### config.mk
export PLATFORM = sky130hd
export DESIGN_NAME = relu_unit_flat
export DESIGN_NICKNAME = d
export VERILOG_FILES = /design/src/verilog/rf_pkg.sv /design/src/verilog/rf_intf.sv /design/src/verilog/relu_unit.sv /design/src/flat_wrapper.sv
export VERILOG_INCLUDE_DIRS = /design/src /design/src/include
export SDC_FILE = /design/constraint.sdc
export NUM_CORES = 1
export LEC_CHECK = 0
export ABC_CLOCK_PERIOD_IN_PS = 1100
export BUFFER_PORTS_ARGS = -buffer_cell sky130_fd_sc_hd__buf_4
export CORE_UTILIZATION = 30
export DETAILED_ROUTE_END_ITERATION = 12
export GPL_TIMING_DRIVEN = 0
export PLACE_DENSITY = 0.62
export SETUP_SLACK_MARGIN = 0.05
export SKIP_CTS_REPAIR_TIMING = 1
export SYNTH_ARGS = -nofsm -noshare
export SYNTH_HDL_FRONTEND = slang
export SYNTH_SLANG_ARGS = --single-unit
### constraint.sdc
create_clock -name clk -period 1.1 [get_ports clk]
set_input_delay 0.055 -clock clk [delete_from_list [all_inputs] [get_ports clk]]
set_output_delay 0.055 -clock clk [all_outputs]
set_load 0.1 [all_outputs]
### src/include/rf_params.svh
`ifndef RF_PARAMS_SVH
`define RF_PARAMS_SVH

// Word and address geometry
`define RF_DATA_W        64
`define RF_ADDR_W        10
`define RF_RAM_DEPTH     256
`define RF_RAM_ADDR_W    8

// Signed 16-bit lanes per word
`define RF_LANES         4

// Memory-mapped unit windows, instance n sits at base + n
`define RF_ADDR_RELU_X   10'h200
`define RF_ADDR_RELU_Y   10'h208
`define RF_ADDR_SQR_X    10'h210
`define RF_ADDR_SQR_Y    10'h218

`define RF_UNITS_PER_KIND 2

`endif

### src/verilog/rf_pkg.sv
`default_nettype none

package rf_pkg;

    `include "rf_params.svh"

    localparam int LANE_W = `RF_DATA_W / `RF_LANES;

    ////////////////////////////////////////
    // Register-file word and address
    ////////////////////////////////////////
    typedef logic [`RF_DATA_W-1:0] rf_data_t;
    typedef logic [`RF_ADDR_W-1:0] rf_addr_t;

    ////////////////////////////////////////
    // Lane view of one word
    ////////////////////////////////////////
    typedef logic signed [LANE_W-1:0] lane_t;

    // Lane 0 lives in the low bits
    typedef lane_t [`RF_LANES-1:0] lane_vec_t;

endpackage

`default_nettype wire

### src/verilog/rf_intf.sv
`timescale 1ns/1ps
`default_nettype none

`include "rf_params.svh"


////////////////////////////////////////
// Memory-mapped execution unit port
////////////////////////////////////////
interface rmio_intf;
    import rf_pkg::*;

    rf_data_t input_data;
    logic     input_we;
    logic     output_re;
    rf_data_t output_data;

    modport rf (output input_data, input_we, output_re, input output_data);
    modport eu (input input_data, input_we, output_re, output output_data);
endinterface

`default_nettype wire

### src/verilog/relu_unit.sv
`timescale 1ns/1ps
`default_nettype none

`include "rf_params.svh"

module relu_unit (
    input  logic clk,
    input  logic rst_n,
    rmio_intf.eu io
);
    import rf_pkg::*;

    lane_vec_t operand;
    lane_vec_t relu_vec;
    lane_vec_t result_q;

    assign operand = io.input_data;

    // Negative lanes clamp to zero
    always_comb begin
        for (int i = 0; i < `RF_LANES; i++) begin
            if (operand[i] < 0) begin
                relu_vec[i] = '0;
            end else begin
                relu_vec[i] = operand[i];
            end
        end
    end

    always_ff @(posedge clk) begin
        if (!rst_n) begin
            result_q <= '0;
        end else if (io.input_we) begin
            result_q <= relu_vec;
        end
    end

    // Read port, one cycle of latency
    always_ff @(posedge clk) begin
        if (io.output_re) begin
            io.output_data <= result_q;
        end
    end

endmodule

`default_nettype wire

### src/flat_wrapper.sv
// flat-port wrapper written by rule: the top's interface ports become plain ports
module relu_unit_flat import rf_pkg::*;
  (clk, rst_n, io_input_data, io_input_we, io_output_re, io_output_data);
  rmio_intf io_i ();
  input  logic clk;
  input  logic rst_n;
  input wire logic [$bits(io_i.input_data)-1:0] io_input_data;
  input wire logic [$bits(io_i.input_we)-1:0] io_input_we;
  input wire logic [$bits(io_i.output_re)-1:0] io_output_re;
  output wire logic [$bits(io_i.output_data)-1:0] io_output_data;
  assign io_i.input_data = io_input_data;
  assign io_i.input_we = io_input_we;
  assign io_i.output_re = io_output_re;
  assign io_output_data = io_i.output_data;
  relu_unit u_core (.clk(clk), .rst_n(rst_n), .io(io_i));
endmodule
# Yosys cells after proc, flatten, opt, wreduce, memory -nomap -nowiden
# Index checks and enable logic that the tools add are counted.
dict set report word_totals {
  regBits 128
  wordCells 13
}
dict set report op_classes {
  magnitude_cmp 4
  mux 4
}
# operator count
set ops {}
lappend ops {{< comparator 16 x 1 -> 1 bit (second input constant)} 4}
lappend ops {{two-way mux 16 bit} 4}

# Logic depth before layout (Yosys ltp)
dict set report logic_depth {
  depth_word 2
  depth_mapped 4
}

# Worst setup path before layout
# OpenSTA, ideal clock, no wires.
dict set report synth_timing {
  kind {register -> output}
  from {register u_core.io.output_data[0]}
  to {output io_output_data[0]}
  path_stages_with_launch 1
  t_arrival_ps 904
  setup_slack_ps 141
  path_buffers 0
  path_cell_list {edfxtp_1}
}
# item line_no
set synth_rtl {}
lappend synth_rtl {{start: declaration} rf_intf.sv:19} ;# modport eu (input input_data, input_we, output_re, output output_data);
lappend synth_rtl {{start signal: assignment} relu_unit.sv:41} ;# io.output_data <= result_q;
lappend synth_rtl {{end: declaration} flat_wrapper.sv:10} ;# output wire logic [$bits(io_i.output_data)-1:0] io_output_data;
# No word-level cell between the ends.

# Worst setup path after layout
dict set report layout_timing {
  from {register u_core.io.output_data[33]}
  to {output io_output_data[33]}
}
# No word-level cell between the ends.

==> run summary <==
Data required, critical path - 1.04 ns
Antenna violations before repair - 0
Leakage dissipation - 2.862 nW
Fillers - 1109
Routed len/inst - 14.23 um
Pre-antenna DRT Iters - 4
Root Buffer - clkbuf_16
Die W - 120.0 um
CP peak stage delay - 0.43 ns
HPWL after DPL - 6592 um
Worst relative slew slack - 0.4851
Clock skew - 0.002602 ns
Die Ht - 120.0 um
PD cells - 1830 mW/mm^2
Max Slew Vio Count - 0
WS Path Type - register to output port
Total gr overflow - 0
Io pins - 132
Post-route cell area - 0.007091 sq mm
Critical path fanouts, max - 1
Worst hold margin - 0.04660 ns
Initial cell density of the core - 0.3120
Max cap viols - 0
Gp weighted congestion - 0.6918
CP cell instances - buf_12
IR drop worst, VDD - 0.0009158 V
Slowest CP cell - edfxtp_1
Post-route antenna net violation count - 0
Vias in the first global route - 2921
CTS Buffer Depth - 2
Core Region - 0.01340 sq mm
Worst min path class - input pin to register
Cts bufs inserted - 17
Sink Count - 120
CTS tree - yes
Iter 0 DRT Violations - 194
DRC Markers - 0
PortBufs - 126
Final period util - 0.9993
F_max - 909.7 MHz
Most common cell after layout, fill and taps aside - buf_4
Total global-route track usage - 0.1398
Final hold viol count - 0
Placed inst area - 0.005358 sq mm
Routed WL - 10460 um
Multi-input combinational cell area - 0.001031 sq mm
Top cell family by delay on the critical path - flip-flops
Nets - 614
Antenna diodes - 0
Least-Margin Pin Slew - 0.7723 ns
Via/cell ratio - 4.400
Cell variety after synth - 13
Setup TNS - 0 ns
Worst Path Buf+Inv - 1
Most frequent cells in the layout - buf_4, dlygate4sd3_1
Worst-skew pair later-pin latency - 0.41 ns
Synth Cell Area - 0.004180 sq mm
#FFs+latches synth - 120
Die area - 0.01441 sq mm
Layout area overhead - 69.62%
Clock-pin slew on the worst setup and hold paths - 0.06 ns
Std-Cell Rows - 42
Worst setup EP type - output port
First-pass GRT wire length - 14980 um
Reg area - 0.003003 sq mm
Synth warn - 0
Setup crit start kind - register
RSZ-0062 raised after global routing - yes
Layout cells sized above 1 - 0.3292
Syn Inst Count - 333
Largest net degree at the start of global routing - 61
Post-Syn Area per Cell - 12.55 sq um
Final setup vio count - 0
Routed vias - 3234
Status - completed
Sequential-to-total area share from yosys stat - 0.7183
Crit path DAT - 1.04 ns
Htree depth - 4
Final Critical Period - 1.099 ns
-- cells in the mapped netlist --
| library cell | count | area share |
|---|---|---|
| clkbuf_1 | 1 | 0.00090 |
| nand3b_1 | 60 | 0.11 |
| nand2_1 | 60 | 0.054 |
| edfxtp_1 | 60 | 0.43 |
| dfxtp_1 | 60 | 0.29 |
| buf_4 | 8 | 0.014 |
| conb_1 | 1 | 0.00090 |
| nand4b_1 | 4 | 0.0084 |
| o21ai_0 | 9 | 0.011 |
| buf_1 | 1 | 0.00090 |
| o21ai_1 | 47 | 0.056 |
| nand2b_1 | 4 | 0.0060 |
| buf_2 | 18 | 0.022 |
-- layer usage --
layer,vias to the layer above,share of wire,global-route usage
met5,-,0,0
met4,0,0.018,0.07266
met1,1515,0.43,0.1709
met2,102,0.49,0.2101
li1,1599,-,-
met3,18,0.064,0.05703
-- sequential cells by signal, indices dropped and copies added, names as in the netlist --
name,cells
u_core.result_q,60
u_core.io.output_data,60
-- where the power goes --
| part | switching, W | internal, W | total [W] |
|---|---|---|---|
| Sequential | 0.000120 | 0.00492 | 0.00504 |
| Combinational | 0.00131 | 0.000739 | 0.00205 |
| Clock | 0.00203 | 0.00386 | 0.00588 |
| Total | 0.00345 | 0.00952 | 0.0130 |
-- area by class of cell --
| type | count | area share |
|---|---|---|
| clock buffers | 18 | 0.06194 |
| repair buffers | 191 | 0.2878 |
| well taps | 176 | 0.03106 |
| flip-flops and latches | 120 | 0.4235 |
| clock inverters | 14 | 0.02806 |
| multi-input cells | 188 | 0.1454 |
| plain buffers | 28 | 0.02223 |
-- stage by stage --
step	util	cells	setup slack, ns	power (W)
CTS	0.4474	670	-0.05259	0.01270
detailed placement	0.3998	638	0.01939	0.006793
global route	0.5291	735	-0.03443	0.01337
floorplan	-	336	0.1410	0.006271
global placement	0.3998	638	0.02384	0.006775
finish	0.5291	735	0.0007789	0.01297
-- final timing paths --
| path | startpoint | end | slack (ns) | cells past startpoint |
|---|---|---|---|---|
| max reg2reg | u_core.result_q[0] | u_core.result_q[0] | 0.51 | 2 |
| min | io_input_data[15] | u_core.result_q[14] | 0.05 | 3 |
| max | u_core.io.output_data[33] | io_output_data[33] | 0.0008 | 1 |
| min reg2reg | u_core.result_q[41] | u_core.io.output_data[41] | 0.43 | 0 |
-- kinds of logic (layout without fill, tap and decap cells) --
family | after synthesis | after routing | synth area share
DFF | 120 | 120 | 0.7183
and+or+nand+nor | 128 | 128 | 0.1760
AOI/OAI and AO/OA | 56 | 56 | 0.06705
other | 1 | 4 | 0.0008971
buffers and inverters | 28 | 251 | 0.03771
Power figures use the tool's default switching activity.
