$ cat config.mk
export PLATFORM = sky130hd
export DESIGN_NAME = square_unit_flat
export DESIGN_NICKNAME = d
export VERILOG_FILES = /design/src/verilog/rf_pkg.sv /design/src/verilog/rf_intf.sv /design/src/verilog/square_unit.sv /design/src/flat_wrapper.sv
export VERILOG_INCLUDE_DIRS = /design/src /design/src/include
export SDC_FILE = /design/constraint.sdc
export NUM_CORES = 2
export LEC_CHECK = 0
export BUFFER_PORTS_ARGS = -buffer_cell sky130_fd_sc_hd__buf_2
export CAP_MARGIN = 30
export CORE_MARGIN = 2
export CORE_UTILIZATION = 42
export DETAILED_ROUTE_END_ITERATION = 6
export GPL_TIMING_DRIVEN = 1
export PLACE_DENSITY = 0.62
export SYNTH_ARGS = -nofsm -noshare
export SYNTH_HDL_FRONTEND = slang
export SYNTH_SLANG_ARGS = --single-unit
$ cat constraint.sdc
create_clock -name clk -period 10.1 [get_ports clk]
set_input_delay 2.02 -clock clk [delete_from_list [all_inputs] [get_ports clk]]
set_output_delay 2.02 -clock clk [all_outputs]
set_load 0.005 [all_outputs]
$ cat src/include/rf_params.svh
`ifndef RF_PARAMS_SVH
`define RF_PARAMS_SVH

// Word and address geometry
`define RF_DATA_W        64
`define RF_ADDR_W        10
`define RF_RAM_DEPTH     256
`define RF_RAM_ADDR_W    8

// Signed 16-bit lanes per word
`define RF_LANES         4

// Memory-mapped unit windows, instance n sits at base + n
`define RF_ADDR_RELU_X   10'h200
`define RF_ADDR_RELU_Y   10'h208
`define RF_ADDR_SQR_X    10'h210
`define RF_ADDR_SQR_Y    10'h218

`define RF_UNITS_PER_KIND 2

`endif

$ cat src/verilog/rf_pkg.sv
`default_nettype none

package rf_pkg;

    `include "rf_params.svh"

    localparam int LANE_W = `RF_DATA_W / `RF_LANES;

    ////////////////////////////////////////
    // Register-file word and address
    ////////////////////////////////////////
    typedef logic [`RF_DATA_W-1:0] rf_data_t;
    typedef logic [`RF_ADDR_W-1:0] rf_addr_t;

    ////////////////////////////////////////
    // Lane view of one word
    ////////////////////////////////////////
    typedef logic signed [LANE_W-1:0] lane_t;

    // Lane 0 lives in the low bits
    typedef lane_t [`RF_LANES-1:0] lane_vec_t;

endpackage

`default_nettype wire

$ cat src/verilog/rf_intf.sv
`timescale 1ns/1ps
`default_nettype none

`include "rf_params.svh"


////////////////////////////////////////
// Memory-mapped execution unit port
////////////////////////////////////////
interface rmio_intf;
    import rf_pkg::*;

    rf_data_t input_data;
    logic     input_we;
    logic     output_re;
    rf_data_t output_data;

    modport rf (output input_data, input_we, output_re, input output_data);
    modport eu (input input_data, input_we, output_re, output output_data);
endinterface

`default_nettype wire

$ cat src/verilog/square_unit.sv
`timescale 1ns/1ps
`default_nettype none

`include "rf_params.svh"

module square_unit (
    input  logic clk,
    input  logic rst_n,
    rmio_intf.eu io
);
    import rf_pkg::*;

    localparam lane_t LANE_MAX = lane_t'(2**(LANE_W-1) - 1);

    lane_vec_t                  operand;
    lane_vec_t                  sq_vec;
    lane_vec_t                  result_q;
    logic signed [2*LANE_W-1:0] sq_full;

    assign operand = io.input_data;

    ////////////////////////////////////////
    // Lane squares with saturation
    ////////////////////////////////////////
    // Square of -32768 is 2**30, still positive in 32 bits
    always_comb begin
        sq_full = '0;
        for (int i = 0; i < `RF_LANES; i++) begin
            sq_full = operand[i] * operand[i];
            if (sq_full > LANE_MAX) begin
                sq_vec[i] = LANE_MAX;
            end else begin
                sq_vec[i] = sq_full[LANE_W-1:0];
            end
        end
    end

    always_ff @(posedge clk) begin
        if (!rst_n) begin
            result_q <= '0;
        end else if (io.input_we) begin
            result_q <= sq_vec;
        end
    end

    always_ff @(posedge clk) begin
        if (io.output_re) begin
            io.output_data <= result_q;
        end
    end

endmodule

`default_nettype wire

$ cat src/flat_wrapper.sv
// flat-port wrapper written by rule: the top's interface ports become plain ports
module square_unit_flat import rf_pkg::*;
  (clk, rst_n, io_input_data, io_input_we, io_output_re, io_output_data);
  rmio_intf io_i ();
  input  logic clk;
  input  logic rst_n;
  input wire logic [$bits(io_i.input_data)-1:0] io_input_data;
  input wire logic [$bits(io_i.input_we)-1:0] io_input_we;
  input wire logic [$bits(io_i.output_re)-1:0] io_output_re;
  output wire logic [$bits(io_i.output_data)-1:0] io_output_data;
  assign io_i.input_data = io_input_data;
  assign io_i.input_we = io_input_we;
  assign io_i.output_re = io_output_re;
  assign io_output_data = io_i.output_data;
  square_unit u_core (.clk(clk), .rst_n(rst_n), .io(io_i));
endmodule
### Yosys cells after proc, flatten, opt, wreduce, memory -nomap -nowiden

Cells that the tools add are included.

* register bits after elaboration: 128
* input port bits: 68
* output and inout port bits: 64
* logic and storage cells: 17

* multipliers: 4
* order comparisons: 4
* multiplexer cells: 4

Operators by type and width (count)
* $gt 32x16->1 const B: 4
* $mul 16x16->32: 4
* $mux 16: 4

### Logic depth before layout (Yosys ltp)

* word-level depth: 3
* depth in mapped cells: 29
* mapped depth without buffers: 25

### Worst setup path after synthesis

OpenSTA, ideal clock, no wires.

* path type: input -> register
* start point: input port io_input_data[15]
* end point: register u_core.result_q[14] in the netlist's numbering
* library setup time: 0.136 ns
* arrival: 8.461 ns
* required time: 9.964 ns
* slack: 1.502 ns
* cell stages on the path: 24
* buffers on the path: 4
* cell sequence: clkbuf_1 clkbuf_1 nand2_1 fa_1 inv_1 fa_1 fa_1 fa_1 fa_1 inv_1 fa_1 inv_1 ha_1 buf_4 a21o_2 a221o_1 a21oi_2 a21oi_2 or3_1 a2111oi_2 nand4_1 o31ai_4 buf_6 a31oi_1

* longest elaborated chain between the ends: 3

RTL lines
* start, declared: line flat_wrapper.sv:7 `input wire logic [$bits(io_i.input_data)-1:0] io_input_data;`
* $mul 16x16->32: line square_unit.sv:29 `sq_full = operand[i] * operand[i];`
* $gt 32x16->1: line square_unit.sv:30 `if (sq_full > LANE_MAX) begin`
* $mux 16: line square_unit.sv:30
* end signal, assigned: line square_unit.sv:42 `result_q <= sq_vec;`
* end, declared: line square_unit.sv:17 `lane_vec_t result_q;`

Every way passes these cells.
A chain may end at the register's enable or synchronous reset.

### Worst setup path after layout

* start point: input port io_input_data[49]
* end point: register u_core.result_q[53] in the netlist's numbering

* longest elaborated chain between the ends: 3

RTL lines (line)
* $mul 16x16->32 (*): square_unit.sv:29
* $gt 32x16->1: square_unit.sv:30
* $mux 16 (*): square_unit.sv:30

Mark *: on every way between the ends. The rest lies on a longest branch, timed or not.

==> run_summary.xml <==
<?xml version="1.0" encoding="UTF-8"?>
<metrics>
  <group name="drt">
    <metric name="postRouteAntennaNets" unit="">0</metric>
    <metric name="post-route-drc-count" unit="">0</metric>
    <metric name="first_pass_iters" unit="">5</metric>
    <metric name="detail_route.wl_per_cell" unit="um">16.7</metric>
    <metric name="routed_wirelength" unit="um">95600</metric>
    <metric name="vias_per_cell" unit="">5.05</metric>
    <metric name="drtIter0Drc" unit="">1475</metric>
    <metric name="routed-via-count" unit="">28900</metric>
  </group>
  <group name="sta">
    <metric name="worst_slew_pin_slew" unit="ns">0.899</metric>
    <metric name="period_needed" unit="ns">9.08</metric>
    <metric name="timing.setup.tns" unit="ns">0</metric>
    <metric name="setup_viol_count_final" unit="">0</metric>
    <metric name="hold_viol" unit="">0</metric>
    <metric name="worst_setup_skew_after_layout" unit="ns">0.0106</metric>
    <metric name="total_count_of_max_transition_violations_in_the_final_report" unit="">0</metric>
    <metric name="grt_setup_unrepaired" unit="">no</metric>
    <metric name="max_freq" unit="MHz">110</metric>
    <metric name="post-route-worst-setup-slack" unit="ns">1.02</metric>
    <metric name="timing.final.crit_share" unit="%">89.9</metric>
    <metric name="worst_slew_margin_rel" unit="%">40.1</metric>
  </group>
  <group name="synthesis">
    <metric name="synth_area_leader_cell" unit="">fa_1</metric>
    <metric name="yosys_warnings" unit="">0</metric>
    <metric name="asyncSetResetFlopFracSynth" unit="%">0</metric>
    <metric name="yosys.area.top_type_share" unit="%">45.5</metric>
    <metric name="yosys-top-cells-count" unit="">inv_1 (1254), fa_1 (934), ha_1 (366), nand2_1 (364), nor2_1 (199)</metric>
    <metric name="synth_nets" unit="">5795</metric>
    <metric name="yosys-top-cells-area" unit="">fa_1 (46%), inv_1 (11%), ha_1 (11%)</metric>
    <metric name="syn_area_per_cell" unit="sq um">9.28</metric>
    <metric name="synth_flop_cell" unit="">edfxtp_1</metric>
    <metric name="synth.most_common_cell" unit="">inv_1</metric>
    <metric name="synth_edf_count" unit="">64</metric>
    <metric name="synth-seq-cells" unit="">128</metric>
    <metric name="cell_area_after_synthesis" unit="sq mm">0.0411</metric>
    <metric name="synth.yosys.seq_area_share" unit="%">7.80</metric>
    <metric name="postSynthCellCount" unit="">4427</metric>
    <metric name="synth_cell_types" unit="">87</metric>
  </group>
  <group name="floorplanning">
    <metric name="floorplan.die_area" unit="sq mm">0.100</metric>
    <metric name="total_number_of_placement_rows" unit="">114</metric>
    <metric name="fp.dieW" unit="um">317</metric>
    <metric name="coreArea" unit="sq mm">0.0969</metric>
    <metric name="ioPinCount" unit="">132</metric>
    <metric name="die-height" unit="um">317</metric>
    <metric name="floorplan.initialDensity" unit="%">42.4</metric>
  </group>
  <group name="setup_path">
    <metric name="crit_slowest_cell" unit="">fa_1</metric>
    <metric name="cp_data_required_time" unit="ns">10.44</metric>
    <metric name="critical_path.startpoint_type" unit="">input pin</metric>
    <metric name="crit_path_max_fanout" unit="">21</metric>
    <metric name="worst_ep_arrival_time" unit="ns">9.42</metric>
    <metric name="max_stage_delay" unit="ns">0.90</metric>
    <metric name="cp-end-kind" unit="">flop</metric>
    <metric name="critPathKind" unit="">in2reg</metric>
    <metric name="crit_path_cell_trace" unit="">buf_2, nand2_1, fa_1, inv_1, fa_1, fa_1, fa_1, fa_1, inv_1, fa_1, inv_1, ha_1, nand4_1, nor4_1, nand3_1, a31oi_1, o211ai_1, a21oi_1, xnor2_1, a41oi_1, inv_1, a31oi_1</metric>
    <metric name="crit_path_frequent_cell" unit="">fa_1</metric>
  </group>
  <group name="clock_network">
    <metric name="clock_sinks" unit="">128</metric>
    <metric name="ctsHoldBuffers" unit="">0</metric>
    <metric name="clock_tree.root_cell" unit="">clkbuf_16</metric>
    <metric name="post_cts_sizing" unit="">0</metric>
    <metric name="cts_post_setup_buffers_inserted" unit="">0</metric>
    <metric name="clk_transition_reported_paths" unit="ns">0.06</metric>
    <metric name="numCtsBuffers" unit="">17</metric>
    <metric name="clock_latency_on_the_worst_skew_pair" unit="ns">0.43</metric>
    <metric name="tritoncts" unit="">yes</metric>
    <metric name="cts-htree-levels" unit="">4</metric>
    <metric name="clockBufferDepth" unit="">2</metric>
  </group>
  <group name="final_layout">
    <metric name="ff_latch_area" unit="sq mm">0.00320</metric>
    <metric name="post-route-util" unit="%">44.9</metric>
    <metric name="num-nets-final" unit="">5813</metric>
    <metric name="final.fill_count" unit="">9470</metric>
    <metric name="final_cell_count_no_fill" unit="">5736</metric>
    <metric name="layout-drive-gt1-share" unit="%">5.25</metric>
    <metric name="multiInputGateArea" unit="sq mm">0.0326</metric>
    <metric name="area_growth_syn_to_layout" unit="%">5.78</metric>
  </group>
  <group name="global_routing">
    <metric name="globalRouteOverflowTotal" unit="">0</metric>
    <metric name="grt_start_max_net_pins" unit="">65</metric>
    <metric name="grtUsageTotal" unit="%">20.1</metric>
    <metric name="grt_antenna_before_repair" unit="">4</metric>
    <metric name="vias_in_the_first_global_route" unit="">31100</metric>
    <metric name="grt_first_pass_wirelength" unit="um">160000</metric>
  </group>
  <group name="job">
    <metric name="timing.max_cap.violations" unit="">0</metric>
  </group>
  <group name="placement">
    <metric name="dp_worst_setup_slack" unit="ns">0.726</metric>
    <metric name="numPlacedInstances" unit="">5702</metric>
    <metric name="detailed_place_hpwl" unit="um">81200</metric>
    <metric name="port_buffers" unit="">131</metric>
    <metric name="place.gp.congestion" unit="">0.859</metric>
  </group>
  <group name="hold_path">
    <metric name="min_path_type" unit="">reg2reg</metric>
  </group>
  <group name="run_status">
    <metric name="run_status" unit="">finished clean</metric>
  </group>
</metrics>
-- final timing paths --
check / from / to / slack (ns) / depth (start not counted)
worst max-delay path: io_input_data[49] / u_core.result_q[53] / 1.02 / 22
worst min register to register: u_core.result_q[6] / u_core.io.output_data[6] / 0.42 / 0
worst min-delay path: u_core.result_q[6] / u_core.io.output_data[6] / 0.42 / 0
worst max register to register: u_core.result_q[50] / u_core.result_q[50] / 9.27 / 2
-- sequential cells by signal, indices dropped and copies added, names as in the netlist --
register,count
u_core.result_q,64
u_core.io.output_data,64
-- layout by cell type, fill, tap and decap left out, types with 48 or more instances in the layout --
cell type and n:
nor2_1 199, a21oi_1 111, xor2_1 48, inv_1 1254, buf_2 129, dfxtp_1 64, nand2_1 364, o21ai_0 119
ha_1 366, a31oi_1 51, and2_1 151, a21o_1 49, edfxtp_1 64, xnor2_1 102, fa_1 934
-- stage by stage --
stage	hold WS (ns)	instance area (sq um)
4_1_cts	0.419	43400
5_1_grt	0.436	43400
6_report	0.420	43500
3_5_place_dp	0.409	42800
2_1_floorplan	0.403	41100
3_3_place_gp	0.407	42800
-- routing by layer --
metal	vias up	track usage [%]	routed length (um)
met5	-	0	0
met2	562	34.5	47700
met3	116	1.98	3470
met4	0	4.14	2020
met1	14800	27.7	42500
li1	13400	-	-
-- cells by family after synthesis --
| logic type | after synthesis | share of synthesized area [%] |
|---|---|---|
| fa+ha+maj | 1300 | 56.7 |
| compound gates | 540 | 8.84 |
| simple gates | 889 | 10.1 |
| flops | 128 | 7.80 |
| mux | 21 | 0.521 |
| buf+inv | 1399 | 12.9 |
| xor+xnor | 150 | 3.20 |
-- worst max-delay path: cells and delay by family --
family | cells | cell delay [ns]
buffers and inverters | 5 | 1.01
adder cells (fa/ha/maj) | 7 | 3.91
AO/OA/AOI/OAI | 5 | 1.46
XOR/XNOR | 1 | 0.13
AND/OR/NAND/NOR | 4 | 0.90
-- area by class of cell --
class,count,area share (%)
antenna,2,0.0115
clock buffer,17,0.979
clock inverter,15,0.455
inverter,1256,10.8
multi-input combinational,2900,74.9
sequential,128,7.37
tap,1276,3.67
timing repair buffer,142,1.71
Power is left out: the tool's default activity adds up to more than one toggle a clock period on the data nets, which glitch-free logic cannot reach.
